## src/source/fbPkg.sv

```systemverilog
// Shared types and helpers for the double-buffered frame buffer.
// Pixel and address words, RGB565 expansion, and the base address of
// either buffer half. Referenced by scoped name from every design file.

package fbPkg;

	typedef logic [15:0] pixelT;     // rgb565 word as stored in sram
	typedef logic [19:0] sramAddrT;  // sram word address

	// scanout colour, one byte per channel
	typedef struct packed {
		logic [7:0] red;
		logic [7:0] green;
		logic [7:0] blue;
	} rgb888T;

	// widen 5/6/5 fields, low bits left at zero
	function automatic rgb888T expandRgb(input pixelT pix);
		rgb888T rgb;
		rgb.red   = {pix[4:0], 3'b000};   // red sits in the low field
		rgb.green = {pix[10:5], 2'b00};
		rgb.blue  = {pix[15:11], 3'b000}; // blue in the top field
		return rgb;
	endfunction

	// buffer 1 starts right after one full frame
	function automatic sramAddrT bufferBase(
		input logic        sel,
		input int unsigned frameWidth,
		input int unsigned frameHeight
	);
		sramAddrT base;
		base = sel ? sramAddrT'(frameWidth * frameHeight) : '0;
		return base;
	endfunction

endpackage

```

## src/source/sramPort.sv

```systemverilog
// Request channel from one frame buffer client to the SRAM arbiter.
// Client holds req with addr/we/wdata stable until grant is seen high;
// read data comes back on rdata after the grant.

`timescale 1ns/1ps

interface sramPort;

	logic             req;    // client wants a cycle
	logic             we;     // 1 = write, 0 = read
	fbPkg::sramAddrT  addr;
	fbPkg::pixelT     wdata;
	logic             grant;  // transfer completes in this cycle
	fbPkg::pixelT     rdata;  // captured read word

	modport client (
		output req,
		output we,
		output addr,
		output wdata,
		input  grant,
		input  rdata
	);

	modport arbiter (
		input  req,
		input  we,
		input  addr,
		input  wdata,
		output grant,
		output rdata
	);

endinterface

```

## src/source/tileStreamer.sv

```systemverilog
// Copies a tileDim x tileDim block from the external tile source into the
// back buffer. A trigger while idle latches the offsets; each granted write
// advances the tile pointer, x first, and doneStreaming pulses at the end.

`timescale 1ns/1ps

module tileStreamer #(
	parameter int frameWidth  = 800,
	parameter int frameHeight = 525,
	parameter int tileDim     = 8
) (
	input  logic         BOARD_CLK,
	input  logic         rstN,
	input  logic         trigger,       // start strobe, ignored while busy
	input  logic [9:0]   xOffset,
	input  logic [9:0]   yOffset,
	input  logic         doubleBuffer,
	input  fbPkg::pixelT tilePixel,     // from tile source, combinational
	sramPort.client      port,
	output logic [7:0]   tileX,
	output logic [7:0]   tileY,
	output logic         doneStreaming,
	output logic         busy
);

	enum logic {stIdle, stStream} state;

	logic [9:0] xOff, yOff;    // latched at trigger
	logic       backSel;       // back buffer half for this tile
	logic [7:0] ptrX, ptrY;    // position inside the tile
	logic       lastPixel;

	assign lastPixel = (ptrX == 8'(tileDim - 1)) && (ptrY == 8'(tileDim - 1));

	always_ff @(posedge BOARD_CLK or negedge rstN) begin
		if (!rstN) begin
			state         <= stIdle;
			doneStreaming <= 1'b0;
			ptrX          <= '0;
			ptrY          <= '0;
		end else begin
			doneStreaming <= 1'b0;  // one cycle pulse
			case (state)
				stIdle: begin
					ptrX <= '0;
					ptrY <= '0;
					if (trigger)
						state <= stStream;
				end
				stStream: begin
					if (port.grant) begin
						if (lastPixel) begin
							state         <= stIdle;
							doneStreaming <= 1'b1;
							ptrX          <= '0;
							ptrY          <= '0;
						end else if (ptrX == 8'(tileDim - 1)) begin
							ptrX <= '0;           // wrap to next row
							ptrY <= ptrY + 8'd1;
						end else begin
							ptrX <= ptrX + 8'd1;
						end
					end
				end
				default: state <= stIdle;
			endcase
		end
	end

	// tile setup, only taken when a new tile starts
	always_ff @(posedge BOARD_CLK) begin
		if (state == stIdle && trigger) begin
			xOff    <= xOffset;
			yOff    <= yOffset;
			backSel <= ~doubleBuffer;  // draw into the hidden half
		end
	end

	assign busy = (state == stStream);

	assign tileX = ptrX;  // tile source looks up this pixel
	assign tileY = ptrY;

	assign port.req   = busy;
	assign port.we    = 1'b1;
	assign port.wdata = tilePixel;
	assign port.addr  = fbPkg::sramAddrT'(xOff) + fbPkg::sramAddrT'(ptrX)
		+ (fbPkg::sramAddrT'(yOff) + fbPkg::sramAddrT'(ptrY))
			* fbPkg::sramAddrT'(frameWidth)
		+ fbPkg::bufferBase(backSel, frameWidth, frameHeight);

	assert property (@(posedge BOARD_CLK) disable iff (!rstN)
		ptrX < tileDim && ptrY < tileDim);

	// final write granted, request gone and done flagged next cycle
	assert property (@(posedge BOARD_CLK) disable iff (!rstN)
		port.grant && lastPixel |=> !port.req && doneStreaming);

endmodule

```

## src/flat_wrapper.sv

```systemverilog
// flat-port wrapper written by rule: the top's interface ports become plain ports
module tileStreamer_flat 
#(
	parameter int frameWidth  = 800,
	parameter int frameHeight = 525,
	parameter int tileDim     = 8
)
  (BOARD_CLK, rstN, trigger, xOffset, yOffset, doubleBuffer, tilePixel, tileX, tileY, doneStreaming, busy, port_req, port_we, port_addr, port_wdata, port_grant, port_rdata);
  sramPort port_i ();
  input  logic BOARD_CLK;
  input  logic rstN;
  input  logic trigger;
  input  logic [9:0] xOffset;
  input  logic [9:0] yOffset;
  input  logic doubleBuffer;
  input  fbPkg::pixelT tilePixel;
  output logic [7:0] tileX;
  output logic [7:0] tileY;
  output logic doneStreaming;
  output logic busy;
  output wire logic [$bits(port_i.req)-1:0] port_req;
  output wire logic [$bits(port_i.we)-1:0] port_we;
  output wire logic [$bits(port_i.addr)-1:0] port_addr;
  output wire logic [$bits(port_i.wdata)-1:0] port_wdata;
  input wire logic [$bits(port_i.grant)-1:0] port_grant;
  input wire logic [$bits(port_i.rdata)-1:0] port_rdata;
  assign port_req = port_i.req;
  assign port_we = port_i.we;
  assign port_addr = port_i.addr;
  assign port_wdata = port_i.wdata;
  assign port_i.grant = port_grant;
  assign port_i.rdata = port_rdata;
  tileStreamer #(.frameWidth(frameWidth), .frameHeight(frameHeight), .tileDim(tileDim)) u_core (.BOARD_CLK(BOARD_CLK), .rstN(rstN), .trigger(trigger), .xOffset(xOffset), .yOffset(yOffset), .doubleBuffer(doubleBuffer), .tilePixel(tilePixel), .port(port_i), .tileX(tileX), .tileY(tileY), .doneStreaming(doneStreaming), .busy(busy));
endmodule
```

## config.mk

```make
export PLATFORM = sky130hd
export DESIGN_NAME = tileStreamer_flat
export DESIGN_NICKNAME = d
export VERILOG_FILES = /design/src/source/fbPkg.sv /design/src/source/sramPort.sv /design/src/source/tileStreamer.sv /design/src/flat_wrapper.sv
export SDC_FILE = /design/constraint.sdc
export NUM_CORES = 1
export LEC_CHECK = 0
export BUFFER_PORTS_ARGS = -buffer_cell sky130_fd_sc_hd__buf_2
export CORE_MARGIN = 8
export CORE_UTILIZATION = 52
export CTS_BUF_LIST = sky130_fd_sc_hd__clkbuf_16
export CTS_CLUSTER_DIAMETER = 150
export DETAILED_ROUTE_END_ITERATION = 10
export PLACE_DENSITY = 0.89
export SLEW_MARGIN = 25
export SYNTH_ARGS = -nofsm -noshare
export SYNTH_HDL_FRONTEND = slang
export SYNTH_SLANG_ARGS = --single-unit
```

## constraint.sdc

```tcl
create_clock -name BOARD_CLK -period 6.9 [get_ports BOARD_CLK]
set_input_delay 0.345 -clock BOARD_CLK [delete_from_list [all_inputs] [get_ports BOARD_CLK]]
set_output_delay 0.345 -clock BOARD_CLK [all_outputs]
set_load 0.01 [all_outputs]
```

# After elaboration in Yosys (flattened, before gate mapping)
# Index checks and enable logic that the tools add are counted.
# totals
reg_bits,39
out_inout_bits,56
wordCells,39
# op_classes
add_sub_neg,6
multipliers,1
eq_ne,4
n_mux,16
bitwise,2
reduce_logical,3
# op_table
cell,count
$mux W8,6
$add A20 B20 Y20,2
$pmux W8 S2,2
$add A10 B8 Y11,2
$mul A20 B5 Y15 const B,1
$mux W19,1
$add A8 B1 Y8 const B,2
$eq A8 B3 Y1 const B,2
$mux W1,6
$ne A3 B3 Y1 const B,1
$logic_and A1 B1 Y1,2
$ne A2 B2 Y1 const B,1
$not A1 Y1,2
$pmux W1 S2,1
$reduce_and A2 Y1,1

# Longest topological paths before layout
# logic_depth
depth_word,5
mapped_depth,24
mapped_depth_nobuf,24

# Least setup slack after synthesis
# Ideal clock, no wire load.
# synth_timing
path_kind,register to output
from,"register u_core.ptrY[0], in the netlist u_core.tileY[0]"
to,output port port_addr[18]
t_arrival_ns,4.959
t_required_ns,6.555
slack_ns,1.596
path_stages_with_launch,24
path_buffers,0
cell_sequence,dfrtp_1 ha_1 fa_1 a21oi_2 o21ai_0 xor2_1 ha_1 ha_1 inv_1 fa_1 inv_1 ha_1 nand2_1 o21ai_0 o21ai_0 nor2b_1 xnor2_1 ha_1 ha_1 nand3_1 a211oi_1 nand2b_1 nand3_1 xnor2_1
# synth_between
elab_chain_len,4
# synth_rtl
item,line,text
from (decl),tileStreamer.sv:30,"logic [7:0] ptrX, ptrY;"
from (signal assigned),tileStreamer.sv:59,ptrY <= ptrY + 8'd1;
$add A10 B8 Y11,tileStreamer.sv:88,+ (fbPkg::sramAddrT'(yOff) + fbPkg::sramAddrT'(ptrY))
$mul A20 B5 Y15,tileStreamer.sv:89,* fbPkg::sramAddrT'(frameWidth)
$add A20 B20 Y20,tileStreamer.sv:88,
$add A20 B20 Y20,tileStreamer.sv:90,"+ fbPkg::bufferBase(backSel, frameWidth, frameHeight);"
to (decl),flat_wrapper.sv:23,output wire logic [$bits(port_i.addr)-1:0] port_addr;
# No other way between the ends.

# Final worst setup path
# Same ends and word-level chain as after synthesis.

==> metrics.md <==
| Metric | Value |
|---|---|
| Min Tclk post-route | `6.11 ns` |
| Post-synth EDFFs | `21` |
| Critical Path Fanout Max | `6` |
| R2R Path End | `u_core.tileY[6]` |
| Synthesized cell area | `3930 µm²` |
| Final setup fails | `0` |
| Most repeated library cell on the critical path | `ha_1` |
| Total congestion overflow | `0` |
| Post-synth top area cell | `ha_1` |
| IO Pins | `113` |
| Slew @ Worst Pin | `0.643 ns` |
| #FFs+latches synth | `39` |
| Setup WS post-layout | `0.794 ns` |
| Crit share post-route | `88.5%` |
| CP Cell Sequence | `ha_1, fa_1, a21oi_2, o21ai_0, xor2_1, ha_1, ha_1, inv_1, fa_1, inv_1, ha_1, nand2_1, o21ai_0, o21ai_0, nor2b_1, xnor2_1, ha_1, ha_1, nand3_1, a211oi_1, nand2b_1, nand3_1, xnor2_1, buf_2` |
| Routability Congestion | `0.834` |
| Instance count on the critical path | `24` |
| IO buf count | `63` |
| Router iterations before antenna repair | `4` |
| CP max stage cell | `fa_1` |
| Cts hold-fix bufs | `1` |
| Worst path max stage delay | `0.52 ns` |
| Iter 0 DRT Violations | `68` |
| Max-cap violations | `0` |
| Post-CTS Setup Bufs | `0` |
| Syn Inst Count | `400` |
| Share of post-route cells with drive strength above 1 | `19.5%` |
| Required time of the critical path | `6.55 ns` |
| WP buf/inv | `3` |
| WP data arrival | `5.76 ns` |
| Largest net degree at the start of global routing | `22` |
| Initial Utilization | `53.9%` |
| Top FF cell, synth | `edfxtp_1` |
| CP startpoint | `u_core.tileY[0]` |
| WL/cell | `14.7 µm` |
| HP Class | `in2reg` |
| Clock latency on the worst-skew pair | `0.28 ns` |
| Antenna-violating nets left | `0` |
| Area delta synth->final | `11.5%` |
| Core Area | `7290 µm²` |
| Top cells by area, synth | `ha_1 (22%), edfxtp_1 (16%), dfrtp_1 (11%)` |
| Yosys warnings | `0` |
| Deepest clock path buffer count | `2` |
| N_diodes | `0` |
| Setup crit start kind | `flip-flop` |
| Total global-route track usage | `15.8%` |
| CP top delay family | `adder cells` |
| Pins Over Slew Limit | `0` |
| WHS | `0.231 ns` |
| Fmax | `164 MHz` |
| Commonest non-fill, non-tap cell in the layout | `ha_1` |
| CTS tree | `yes` |
| DRC | `0` |
| Slew margin rel. | `57.0%` |
| Syn_nets | `537` |
| WL final | `8.12 mm` |
| Sink Count | `39` |
| Setup crit end kind | `output port` |
| R2R Path Start | `u_core.tileX[5]` |
| Clk pin slew, worst setup/hold paths | `0.06 ns` |
| Hpwl dp | `6.67 mm` |
| Mean post-synth cell area | `9.82 µm²` |
| Num CTS Buffers | `5` |
| Post-synthesis cell type count | `54` |
| Hold_sp | `xOffset[0]` |
| Via count | `2942` |
| Die Span X | `103 µm` |
| Commonest non-fill, non-tap cells in the layout | `ha_1 (69), buf_2 (63), xnor2_1 (32)` |
| Final layout net count | `588` |
| Vias in the first global route | `3142` |
| Initial antenna violation count | `0` |
| CTS resizes | `0` |
| Clock Skew | `0.00776 ns` |
| Final setup TNS | `0 ns` |
| Cell chosen for the clock root | `clkbuf_16` |
| Status | `finished, final reports clean` |
| Yosys top cell area share | `22.0%` |
| Worst r2r path cells | `7` |
| Final Hold Fails | `0` |
| CP Class | `reg2out` |
| Ys async rst share | `46.2%` |
| Total Die Area | `10600 µm²` |
| Num rows | `31` |
| DP Worst Slack | `1.09 ns` |
| Via/cell ratio | `5.34` |
| H-tree depth | `2` |
| Crit path to | `port_addr[18]` |
| Die height | `103 µm` |
| Reg2Reg Setup Slack | `4.88 ns` |
| Seq/Total Area, Yosys | `27.5%` |
| RSZ-0062 raised after global routing | `false` |
| Wire length of the first global-routing pass | `13.5 mm` |
how the worst min path moves through the flow:
stage	cells after the start	slack (ns)	endpoint
floorplan	0	0.05	u_core.busy
global placement	1	0.30	u_core.busy
detailed placement	1	0.30	u_core.doneStreaming
CTS	1	0.23	u_core.xOff[4]
global route	1	0.23	u_core.xOff[4]
finish	1	0.23	u_core.xOff[0]
cell usage after synthesis (3+ instances only):
master / number
a21boi_0: 3
a21o_1: 6
a21oi_1: 21
and2_1: 4
buf_4: 18
dfrtp_1: 18
edfxtp_1: 21
fa_1: 11
ha_1: 69
inv_1: 31
nand2_1: 29
nand2b_1: 6
nand3_1: 10
nor2_1: 23
nor2b_1: 13
nor3_1: 4
o21a_1: 3
o21ai_0: 14
o21ai_1: 3
xnor2_1: 32
xor2_1: 18
kinds of logic after synthesis:
logic type / Yosys count / share of synthesized area, %
compound gates: 67 / 11.3
xor+xnor: 50 / 11.1
fa+ha+maj: 80 / 27.6
buf+inv: 51 / 6.62
flops: 39 / 27.5
mux: 1 / 0.255
other cells: 1 / 0.0954
simple gates: 111 / 15.4
sequential cells by signal (all words and copies together), names as in the netlist:
| signal | flops |
|---|---|
| u_core.backSel | 1 |
| u_core.busy | 1 |
| u_core.tileX | 8 |
| u_core.tileY | 8 |
| u_core.doneStreaming | 1 |
| u_core.xOff | 10 |
| u_core.yOff | 10 |
metal layers:
| layer | wire, µm | vias to the layer above | GRT usage (%) |
|---|---|---|---|
| met1 | 3280 | 1364 | 16.4 |
| met4 | 153 | 0 | 6.79 |
| met3 | 593 | 16 | 4.25 |
| li1 | - | 1474 | - |
| met2 | 4090 | 88 | 28.9 |
| met5 | 0 | - | 0 |
metrics by stage:
step | util, % | cell area (µm²) | std cells
6_report | 60.1 | 4380 | 551
5_1_grt | 60.1 | 4380 | 551
4_1_cts | 60.0 | 4380 | 551
3_5_place_dp | 58.0 | 4230 | 542
3_3_place_gp | 58.0 | 4230 | 542
2_1_floorplan | - | 3930 | 400
final cells by class:
class | count | area [µm²]
sequential | 39 | 1080
multi-input combinational | 310 | 2590
clock inverter | 3 | 15.0
timing repair buffer | 64 | 325
inverter | 31 | 116
tap | 99 | 124
fill | 630 | 2910
clock buffer | 5 | 125
Power is left out: the tool's default activity adds up to more than one toggle a clock period on the data nets, which glitch-free logic cannot reach.
