==> src/source/fbPkg.sv <==
// Shared types and helpers for the double-buffered frame buffer.
// Pixel and address words, RGB565 expansion, and the base address of
// either buffer half. Referenced by scoped name from every design file.

package fbPkg;

	typedef logic [15:0] pixelT;     // rgb565 word as stored in sram
	typedef logic [19:0] sramAddrT;  // sram word address

	// scanout colour, one byte per channel
	typedef struct packed {
		logic [7:0] red;
		logic [7:0] green;
		logic [7:0] blue;
	} rgb888T;

	// widen 5/6/5 fields, low bits left at zero
	function automatic rgb888T expandRgb(input pixelT pix);
		rgb888T rgb;
		rgb.red   = {pix[4:0], 3'b000};   // red sits in the low field
		rgb.green = {pix[10:5], 2'b00};
		rgb.blue  = {pix[15:11], 3'b000}; // blue in the top field
		return rgb;
	endfunction

	// buffer 1 starts right after one full frame
	function automatic sramAddrT bufferBase(
		input logic        sel,
		input int unsigned frameWidth,
		input int unsigned frameHeight
	);
		sramAddrT base;
		base = sel ? sramAddrT'(frameWidth * frameHeight) : '0;
		return base;
	endfunction

endpackage

==> src/source/sramPort.sv <==
// Request channel from one frame buffer client to the SRAM arbiter.
// Client holds req with addr/we/wdata stable until grant is seen high;
// read data comes back on rdata after the grant.

`timescale 1ns/1ps

interface sramPort;

	logic             req;    // client wants a cycle
	logic             we;     // 1 = write, 0 = read
	fbPkg::sramAddrT  addr;
	fbPkg::pixelT     wdata;
	logic             grant;  // transfer completes in this cycle
	fbPkg::pixelT     rdata;  // captured read word

	modport client (
		output req,
		output we,
		output addr,
		output wdata,
		input  grant,
		input  rdata
	);

	modport arbiter (
		input  req,
		input  we,
		input  addr,
		input  wdata,
		output grant,
		output rdata
	);

endinterface

==> src/source/scanoutReader.sv <==
// Front-buffer scanout. Every pixel strobe during active video issues
// one SRAM read; the returned RGB565 word is expanded to 8-bit channels
// and presented with an rgbValid pulse.

`timescale 1ns/1ps

module scanoutReader #(
	parameter int frameWidth  = 800,
	parameter int frameHeight = 525
) (
	input  logic        BOARD_CLK,
	input  logic        rstN,
	input  logic [9:0]  scanX,
	input  logic [9:0]  scanY,
	input  logic        pixelEn,       // pixel strobe, never two in a row
	input  logic        blankN,        // active video when high
	input  logic        doubleBuffer,  // front buffer select
	sramPort.client     port,
	output logic [7:0]  red,
	output logic [7:0]  green,
	output logic [7:0]  blue,
	output logic        rgbValid
);

	logic          readIssued;  // read granted last cycle
	logic          wordReady;   // rdata holds the word now
	fbPkg::rgb888T rgb;

	// only fetch while video is active
	assign port.req   = pixelEn & blankN;
	assign port.we    = 1'b0;             // reads only
	assign port.wdata = '0;

	// linear address into the front half
	assign port.addr = fbPkg::sramAddrT'(scanX)
		+ fbPkg::sramAddrT'(scanY) * fbPkg::sramAddrT'(frameWidth)
		+ fbPkg::bufferBase(doubleBuffer, frameWidth, frameHeight);

	// valid shift, follows the arbiter pipe
	always_ff @(posedge BOARD_CLK or negedge rstN) begin
		if (!rstN) begin
			readIssued <= 1'b0;
			wordReady  <= 1'b0;
			rgbValid   <= 1'b0;
			rgb        <= '0;
		end else begin
			readIssued <= port.req & port.grant;
			wordReady  <= readIssued;  // sram word captured at this edge
			rgbValid   <= wordReady;
			if (wordReady)
				rgb <= fbPkg::expandRgb(port.rdata);  // hold colour between pixels
		end
	end

	assign red   = rgb.red;
	assign green = rgb.green;
	assign blue  = rgb.blue;

	// scanout has top priority, so never stalls and never fetches in blanking
	assert property (@(posedge BOARD_CLK) disable iff (!rstN)
		port.req |-> blankN && port.grant);

	// fixed pipeline depth from strobe to colour
	assert property (@(posedge BOARD_CLK) disable iff (!rstN)
		port.req |-> ##3 rgbValid);

endmodule

==> src/flat_wrapper.sv <==
// flat-port wrapper written by rule: the top's interface ports become plain ports
module scanoutReader_flat 
#(
	parameter int frameWidth  = 800,
	parameter int frameHeight = 525
)
  (BOARD_CLK, rstN, scanX, scanY, pixelEn, blankN, doubleBuffer, red, green, blue, rgbValid, port_req, port_we, port_addr, port_wdata, port_grant, port_rdata);
  sramPort port_i ();
  input  logic BOARD_CLK;
  input  logic rstN;
  input  logic [9:0] scanX;
  input  logic [9:0] scanY;
  input  logic pixelEn;
  input  logic blankN;
  input  logic doubleBuffer;
  output logic [7:0] red;
  output logic [7:0] green;
  output logic [7:0] blue;
  output logic rgbValid;
  output wire logic [$bits(port_i.req)-1:0] port_req;
  output wire logic [$bits(port_i.we)-1:0] port_we;
  output wire logic [$bits(port_i.addr)-1:0] port_addr;
  output wire logic [$bits(port_i.wdata)-1:0] port_wdata;
  input wire logic [$bits(port_i.grant)-1:0] port_grant;
  input wire logic [$bits(port_i.rdata)-1:0] port_rdata;
  assign port_req = port_i.req;
  assign port_we = port_i.we;
  assign port_addr = port_i.addr;
  assign port_wdata = port_i.wdata;
  assign port_i.grant = port_grant;
  assign port_i.rdata = port_rdata;
  scanoutReader #(.frameWidth(frameWidth), .frameHeight(frameHeight)) u_core (.BOARD_CLK(BOARD_CLK), .rstN(rstN), .scanX(scanX), .scanY(scanY), .pixelEn(pixelEn), .blankN(blankN), .doubleBuffer(doubleBuffer), .port(port_i), .red(red), .green(green), .blue(blue), .rgbValid(rgbValid));
endmodule
==> config.mk <==
export PLATFORM = sky130hd
export DESIGN_NAME = scanoutReader_flat
export DESIGN_NICKNAME = d
export VERILOG_FILES = /design/src/source/fbPkg.sv /design/src/source/sramPort.sv /design/src/source/scanoutReader.sv /design/src/flat_wrapper.sv
export SDC_FILE = /design/constraint.sdc
export NUM_CORES = 1
export LEC_CHECK = 0
export BUFFER_PORTS_ARGS = -buffer_cell sky130_fd_sc_hd__buf_4
export CAP_MARGIN = 20
export CORE_MARGIN = 4
export CORE_UTILIZATION = 30
export CTS_CLUSTER_SIZE = 10
export DETAILED_ROUTE_END_ITERATION = 8
export PLACE_DENSITY_LB_ADDON = 0.1
export SKIP_CTS_REPAIR_TIMING = 1
export SLEW_MARGIN = 20
export SYNTH_ARGS = -nofsm -noshare
export SYNTH_HDL_FRONTEND = slang
export SYNTH_SLANG_ARGS = --single-unit
==> constraint.sdc <==
create_clock -name BOARD_CLK -period 5 [get_ports BOARD_CLK]
set_input_delay 0.25 -clock BOARD_CLK [delete_from_list [all_inputs] [get_ports BOARD_CLK]]
set_output_delay 0.25 -clock BOARD_CLK [all_outputs]
set_load 0.01 [all_outputs]
Yosys cells after proc, flatten, opt, wreduce, memory -nomap -nowiden --
Cells that the tools add are included.
Word-level totals: input port bits 42, logic and storage cells 12, output and inout bits 63, flip-flop bits (word level) 19
Operators by class: $add $sub $neg 2, mux-type cells 1, multiply operators 1, bitwise operators 2
Operators by type and width (number):
- adder 10 x 20 -> 20 bit | 1
- adder 20 bit | 1
- 2-to-1 mux 19 bit | 1
- multiplier 10 x 5 -> 15 bit (second input constant) | 1
- AND 1 bit | 2

Logic depth before layout (Yosys ltp) --
Gate-level depths: netlist of the first run.
word-level depth 3, depth in mapped cells 18, gate-level depth less buffers 18

Worst setup path after synthesis of the first run --
Ideal clock, no wire load.
path kind in2out, start input scanY[5], end output port_addr[19], path slack 1066 ps, arrival time 3684 ps, data required time 4750 ps, path buffers 0, cell stages on the path 16, cell sequence ha_1 ha_1 inv_1 fa_1 inv_1 ha_1 or3_1 o21ai_1 o21bai_1 a21oi_1 xnor2_1 ha_1 ha_1 or3_1 o211ai_1 xnor2_1
On the way: word-level cells in the longest chain between the ends 3
RTL lines:
- from (decl) | RTL line flat_wrapper.sv:12 | input logic [9:0] scanY;
- multiplier 10 x 5 -> 15 bit | RTL line scanoutReader.sv:36 | + fbPkg::sramAddrT'(scanY) * fbPkg::sramAddrT'(frameWidth)
- adder 10 x 20 -> 20 bit | RTL line scanoutReader.sv:36
- adder 20 bit | RTL line scanoutReader.sv:37 | + fbPkg::bufferBase(doubleBuffer, frameWidth, frameHeight);
- to (decl) | RTL line flat_wrapper.sv:22 | output wire logic [$bits(port_i.addr)-1:0] port_addr;
No other way between the ends.

Worst setup path after layout of the first run --
start input scanY[3], end output port_addr[18]
The elaborated chain is that of the path after synthesis.

==> impl_metrics.py, run 1 <==
metrics = {
    "global_routing": {
        "grt_pass1_vias": 1584,
        "globalRouteTotalUtil_pct": 10.1,
        "grt_pass1_wl_um": 7400,
        "antenna_found_initial": 0,
        "grt_max_degree": 20,
        "overflow": 0,
    },
    "critical_path": {
        "rr_worst_depth": 1,
        "path_cells": "buf_4 -> ha_1 -> ha_1 -> inv_1 -> fa_1 -> inv_1 -> ha_1 -> a21oi_1 -> o22ai_1 -> nor2_1 -> xnor2_1 -> ha_1 -> ha_1 -> nand4_1 -> or2_1 -> o21ai_0 -> nand3_1 -> xnor2_1 -> buf_4",
        "crit_top_cell": "ha_1",
        "cpMaxStageDelayCell": "fa_1",
        "ff2ff_setup_slack_ns": 3.69,
        "cp-end-kind": "primary output",
        "cpPeakStageDelay_ns": 0.50,
        "r2r-end": "u_core.blue[4]",
        "path_class": "in2out",
        "critPathArrivalTime_ns": 4.17,
        "cp_max_fo": 5,
        "cp.required_ns": 4.75,
        "r2r_start": "u_core.wordReady",
        "start_kind": "input pin",
    },
    "routing": {
        "vias": 1674,
        "drt_wl_total_um": 4570,
        "viasPerCell": 4.23,
        "dr.first_iter.drc_count": 31,
        "wl_per_cell_um": 11.5,
        "drc": 0,
        "ant_nets": 0,
        "drtPass1Iterations": 3,
    },
    "clock_network": {
        "worstSkewPairLatency_ns": 0.25,
        "clockBufferDepth": 2,
        "clock-sinks": 19,
        "cts.htree.levels": 1,
        "cts_root_buffer": "clkbuf_8",
        "clkTransAtPathRegs_ns": 0.07,
        "cts_tree": "done",
        "cts_inserted_buffers": 3,
    },
    "synthesis": {
        "ys_ff_latch": 19,
        "synth_top_family_by_area": "adder cells",
        "synth_compound_area_share_pct": 9.33,
        "synth_edf_count": 0,
        "ys_async_sr_fraction_pct": 100,
        "synth_cell_type_count": 35,
        "synthMuxAreaShare_pct": 7.76,
        "synthAdderAreaFrac_pct": 34.4,
        "netlist_instances": 231,
        "synthSimpleGateAreaFrac_pct": 5.50,
        "yosysWarnings": 0,
        "ys_seq_area_share_pct": 20.5,
        "synth-xor-area-share_pct": 8.30,
        "syn_area_per_cell_um2": 10.0,
        "syn-cell-area_um2": 2320,
        "synth_ff_type": "dfrtp_1",
    },
    "place": {
        "io_buffers": 69,
        "gp_congestion": 0.765,
        "dp_hpwl_um": 4070,
    },
    "pwr": {
        "peakVddDrop_v": 0.000229,
        "p_int_mw": 0.637,
        "p_total_mw": 1.09,
        "clockPowerShare_pct": 9.5,
        "p_leak_nw": 1.53,
        "pwr-share-comb_pct": 72.8,
        "power.switching_mw": 0.452,
        "p_sw_share_pct": 41.5,
        "powerDensity_nw_per_um2": 379,
        "power_frac_seq_pct": 17.6,
    },
    "outcome": {
        "status": "completed",
    },
    "sta": {
        "slew_headroom_pct": 52.4,
        "final-hold-violation-count": 0,
        "fmax_ghz": 0.226,
        "slew_violations": 0,
        "fin_crit_ns": 4.42,
        "fin_setup_tns_ns": 0,
        "setup_viol": 0,
        "fin_crit_sh_pct": 88.3,
        "rsz0062_at_grt": "no",
        "tightest_slew_ns": 0.714,
        "finClkSkew_ns": 0.00122,
    },
    "floorplanning": {
        "dieArea_um2": 9210,
        "coreArea_um2": 7370,
        "rows": 31,
        "chipWidth_um": 96.0,
        "start_util_pct": 31.5,
        "ios": 105,
        "die_h_um": 96.0,
    },
    "cells_and_area": {
        "finalNetCount": 399,
        "antenna-diode-count": 0,
        "post_route_cells_drive_above_1_share_pct": 24.9,
        "area_growth_pct": 23.9,
    },
    "min_path": {
        "hold_path_end": "u_core.blue[6]",
        "min_from": "port_rdata[14]",
        "min_path_type": "in2reg",
        "min_delay_path_depth": 2,
    },
    "flow_run": {
        "cap_violations": 0,
    },
}
## final cells by class
cell class,count,area [um2]
fill,792,4490
multi-input combinational,179,1610
timing repair buffer,70,528
sequential,19,475
tap,99,124
inverter,25,93.8
clock buffer,4,45.0
## power groups by stage
stage / sequential, mW / combinational (mW) / clock (mW)
after detailed placement: 0.195 / 0.803 / 0
after floorplan: 0.205 / 0.496 / 0
after CTS: 0.192 / 0.811 / 0.110
after global placement: 0.194 / 0.808 / 0
final: 0.192 / 0.793 / 0.104
after global routing: 0.195 / 0.886 / 0.118
## cell usage after synthesis, types with 2 or more instances
master	number	area (um2)
ha_1	51	638
a21oi_1	11	55.1
nand2b_1	2	12.5
buf_4	30	225
nor2b_1	2	12.5
o21ai_1	2	10.0
or3_1	2	12.5
o21ai_0	5	25.0
inv_1	25	93.8
xor2_1	4	35.0
xnor2_1	18	158
fa_1	8	160
a21o_1	2	15.0
nor2_1	9	33.8
clkbuf_1	2	7.51
mux2_1	16	180
dfrtp_1	19	475
nand3_1	2	10.0
nand2_1	2	7.51
o21a_1	2	15.0
o21bai_1	3	22.5
## worst max-delay path by stage
stage	from	to	slack (ns)	cells after the start
final	scanY[3]	port_addr[18]	0.58	19
after detailed placement	scanY[3]	port_addr[18]	0.57	19
after floorplan	scanY[5]	port_addr[19]	1.07	16
after global routing	scanY[3]	port_addr[18]	0.20	19
after global placement	scanY[2]	port_addr[18]	0.61	17
after CTS	scanY[3]	port_addr[18]	0.57	19
## flip-flops by register name, summed over array words and instances, names as in the netlist
register           flops
u_core.green           6
u_core.blue            5
u_core.red             5
u_core.rgbValid        1
u_core.readIssued      1
u_core.wordReady       1
## per-stage QoR
stage               utilization, %  cell area, um2  std cells  hold slack (ns)  setup slack, ns
floorplan                        -            2410        255          -0.0456             1.07
global placement              38.3            2820        391            0.143            0.607
detailed placement            38.3            2820        391            0.142            0.570
CTS                           38.9            2870        395           -0.137            0.566
global route                  39.0            2880        396            0.200            0.204
finish                        39.0            2880        396            0.212            0.585
## layer usage
layer / global-route usage, % / vias up / part of all wire [%]
met3: 2.35 / 2 / 5.7
met4: 1.54 / 0 / 0.42
met1: 13.8 / 768 / 46
met5: 0 / - / 0
li1: - / 862 / -
met2: 16.4 / 42 / 48
## cell families after synthesis
| family | Yosys count |
|---|---|
| and+or+nand+nor | 24 |
| other | 1 |
| xor gates and xnor gates | 22 |
| DFF | 19 |
| buffers and inverters | 57 |
| adders and majority gates | 59 |
| AOI/OAI and AO/OA | 33 |
| muxes | 16 |
## cell usage in the layout (no fill, tap or decap), drive strengths merged, types with 3 or more instances in the layout
cell and count:
mux2 16, inv 25, clkbuf 4, buf 69
ha 51, conb 25, xor2 4, dfrtp 19
o21ai 7, xnor2 18, nor2b 3, fa 8
nor2 9, a21oi 11, o21bai 3
## critical path: cells and delay by family
family,cells,cell delay [ns]
fa+ha+maj,6,1.98
compound gates,3,0.60
xor+xnor,2,0.32
simple gates,4,0.63
buf+inv,4,0.36
Power figures use the tool's default switching activity.
==> run 2: changes to the inputs <==
--- a/config.mk
+++ b/config.mk
@@ -8,7 +8,8 @@
 export BUFFER_PORTS_ARGS = -buffer_cell sky130_fd_sc_hd__buf_4
 export CAP_MARGIN = 20
 export CORE_MARGIN = 4
-export CORE_UTILIZATION = 30
+export CORE_UTILIZATION = 48
+export CTS_CLUSTER_DIAMETER = 40
 export CTS_CLUSTER_SIZE = 10
 export DETAILED_ROUTE_END_ITERATION = 8
 export PLACE_DENSITY_LB_ADDON = 0.1
==> run 2 against run 1 <==
Against the previous run:
- non-clock buffer count unchanged
- worst hold slack worse by 0.0056 ns
- sequential power is essentially flat
- critical path type unchanged
- largest cell class unchanged
==> impl_metrics.py, run 2 (synthesized netlist as in run 1, its figures left out) <==
metrics = {
    "outcome": {
        "status": "completed",
    },
    "global_routing": {
        "use_met2_pct": 23.9,
        "use_met3_pct": 2.67,
        "grt_pass1_wl_um": 7070,
        "antenna_found_initial": 0,
        "gr-usage-met1_pct": 19.2,
        "overflow": 0,
        "globalRouteTotalUtil_pct": 14.3,
        "grt_most_used_layer": "met2",
        "grt_pass1_vias": 1588,
        "grt_max_degree": 20,
    },
    "place": {
        "dp_hpwl_um": 3740,
        "io_buffers": 69,
        "dp.cells": 346,
        "dp_slack_ns": 0.623,
        "gp_congestion": 0.749,
        "placed_cell_area_um2": 2760,
    },
    "floorplanning": {
        "rows": 25,
        "ios": 105,
        "chipWidth_um": 77.5,
        "dieArea_um2": 6010,
        "coreArea_um2": 4690,
        "start_util_pct": 49.5,
        "die_h_um": 77.5,
    },
    "cells_and_area": {
        "area_growth_pct": 21.5,
        "antenna-diode-count": 0,
        "final_common_cell": "buf_4",
        "nFillCells": 444,
        "post-route-util_pct": 60.1,
        "fin_area_um2": 2820,
        "finalNetCount": 399,
        "stdcell_count": 351,
        "mostFrequentLayoutCells": "buf_4 (69), ha_1 (51), inv_1 (25), conb_1 (25), dfrtp_1 (19)",
        "post_route_cells_drive_above_1_share_pct": 24.9,
        "largest_reg_flops": 6,
    },
    "clock_network": {
        "clkTransAtPathRegs_ns": 0.07,
        "cts_root_buffer": "clkbuf_8",
        "cts_tree": "done",
        "clock-sinks": 19,
        "cts_inserted_buffers": 3,
        "worstSkewPairLatency_ns": 0.25,
        "cts.htree.levels": 1,
        "clockBufferDepth": 2,
    },
    "sta": {
        "fmax_ghz": 0.230,
        "fin_crit_sh_pct": 87.0,
        "fin_ws_ns": 0.648,
        "rsz0062_at_grt": "no",
        "setup_viol": 0,
        "hold_slack_ns": 0.206,
        "slew_violations": 0,
        "slew_headroom_pct": 53.8,
        "fin_setup_tns_ns": 0,
        "fin_crit_ns": 4.35,
        "final-hold-violation-count": 0,
        "tightest_slew_ns": 0.692,
        "finClkSkew_ns": 0.00316,
    },
    "routing": {
        "drt_wl_total_um": 4240,
        "drc": 0,
        "vias": 1712,
        "drtPass1Iterations": 3,
        "wl_per_cell_um": 12.1,
        "ant_nets": 0,
        "viasPerCell": 4.88,
        "dr.first_iter.drc_count": 29,
    },
    "critical_path": {
        "start_kind": "input pin",
        "critPathArrivalTime_ns": 4.10,
        "cp.required_ns": 4.75,
        "cp_max_fo": 5,
        "path_class": "in2out",
        "startpoint": "scanY[3]",
        "rr_worst_depth": 1,
        "cp-end-kind": "primary output",
        "r2r_start": "u_core.wordReady",
    },
    "min_path": {
        "min_from": "port_rdata[11]",
        "min_path_type": "in2reg",
        "min_delay_path_depth": 2,
    },
    "pwr": {
        "powerDensity_nw_per_um2": 383,
        "p_leak_nw": 1.53,
        "p_total_mw": 1.08,
        "peakVddDrop_v": 0.000291,
    },
    "flow_run": {
        "cap_violations": 0,
    },
}
-- run 2: cell counts in the layout (fill, tap and decap cells not counted) --
Identical to the previous run, type by type.
-- run 2: final cells by class --
type,instances,area [um2],share of cell area [%]
Clock buffer,4,45.0,1.60
Inverter,25,93.8,3.33
Multi-Input combinational cell,179,1610,57.1
Sequential cell,19,475,16.9
Tap cell,54,67.6,2.40
Timing Repair Buffer,70,528,18.7
-- run 2: final timing paths --
| check | slack [ns] | end |
|---|---|---|
| max | 0.65 | port_addr[19] |
| min | 0.21 | u_core.blue[3] |
| max reg2reg | 3.70 | u_core.green[4] |
| min reg2reg | 0.36 | u_core.wordReady |
| max in group asynchronous | 4.39 | u_core.blue[7] |
| min in group asynchronous | 0.40 | u_core.red[5] |
-- run 2: metal layers --
metal | vias to the layer above | share of wire (%)
met5 | - | 0
met4 | 0 | 0.12
met3 | 2 | 4.9
met2 | 43 | 52
met1 | 798 | 43
li1 | 869 | -
-- run 2: where the power goes --
group	internal (mW)	total, mW	switching (mW)
registers	0.179	0.192	0.0131
clock network	0.0566	0.106	0.0492
logic	0.400	0.781	0.382
-- run 2: worst max-delay path, cell delays in order --
cell and delay (ns):
buf_4 0.12, ha_1 0.28, ha_1 0.27, inv_1 0.05, fa_1 0.50, inv_1 0.04
ha_1 0.35, a21oi_1 0.17, o22ai_1 0.11, o21ai_1 0.28, o21bai_1 0.11, a21oi_1 0.18
xnor2_1 0.14, ha_1 0.25, ha_1 0.24, or3_1 0.38, o211ai_1 0.12, xnor2_1 0.14
buf_4 0.14
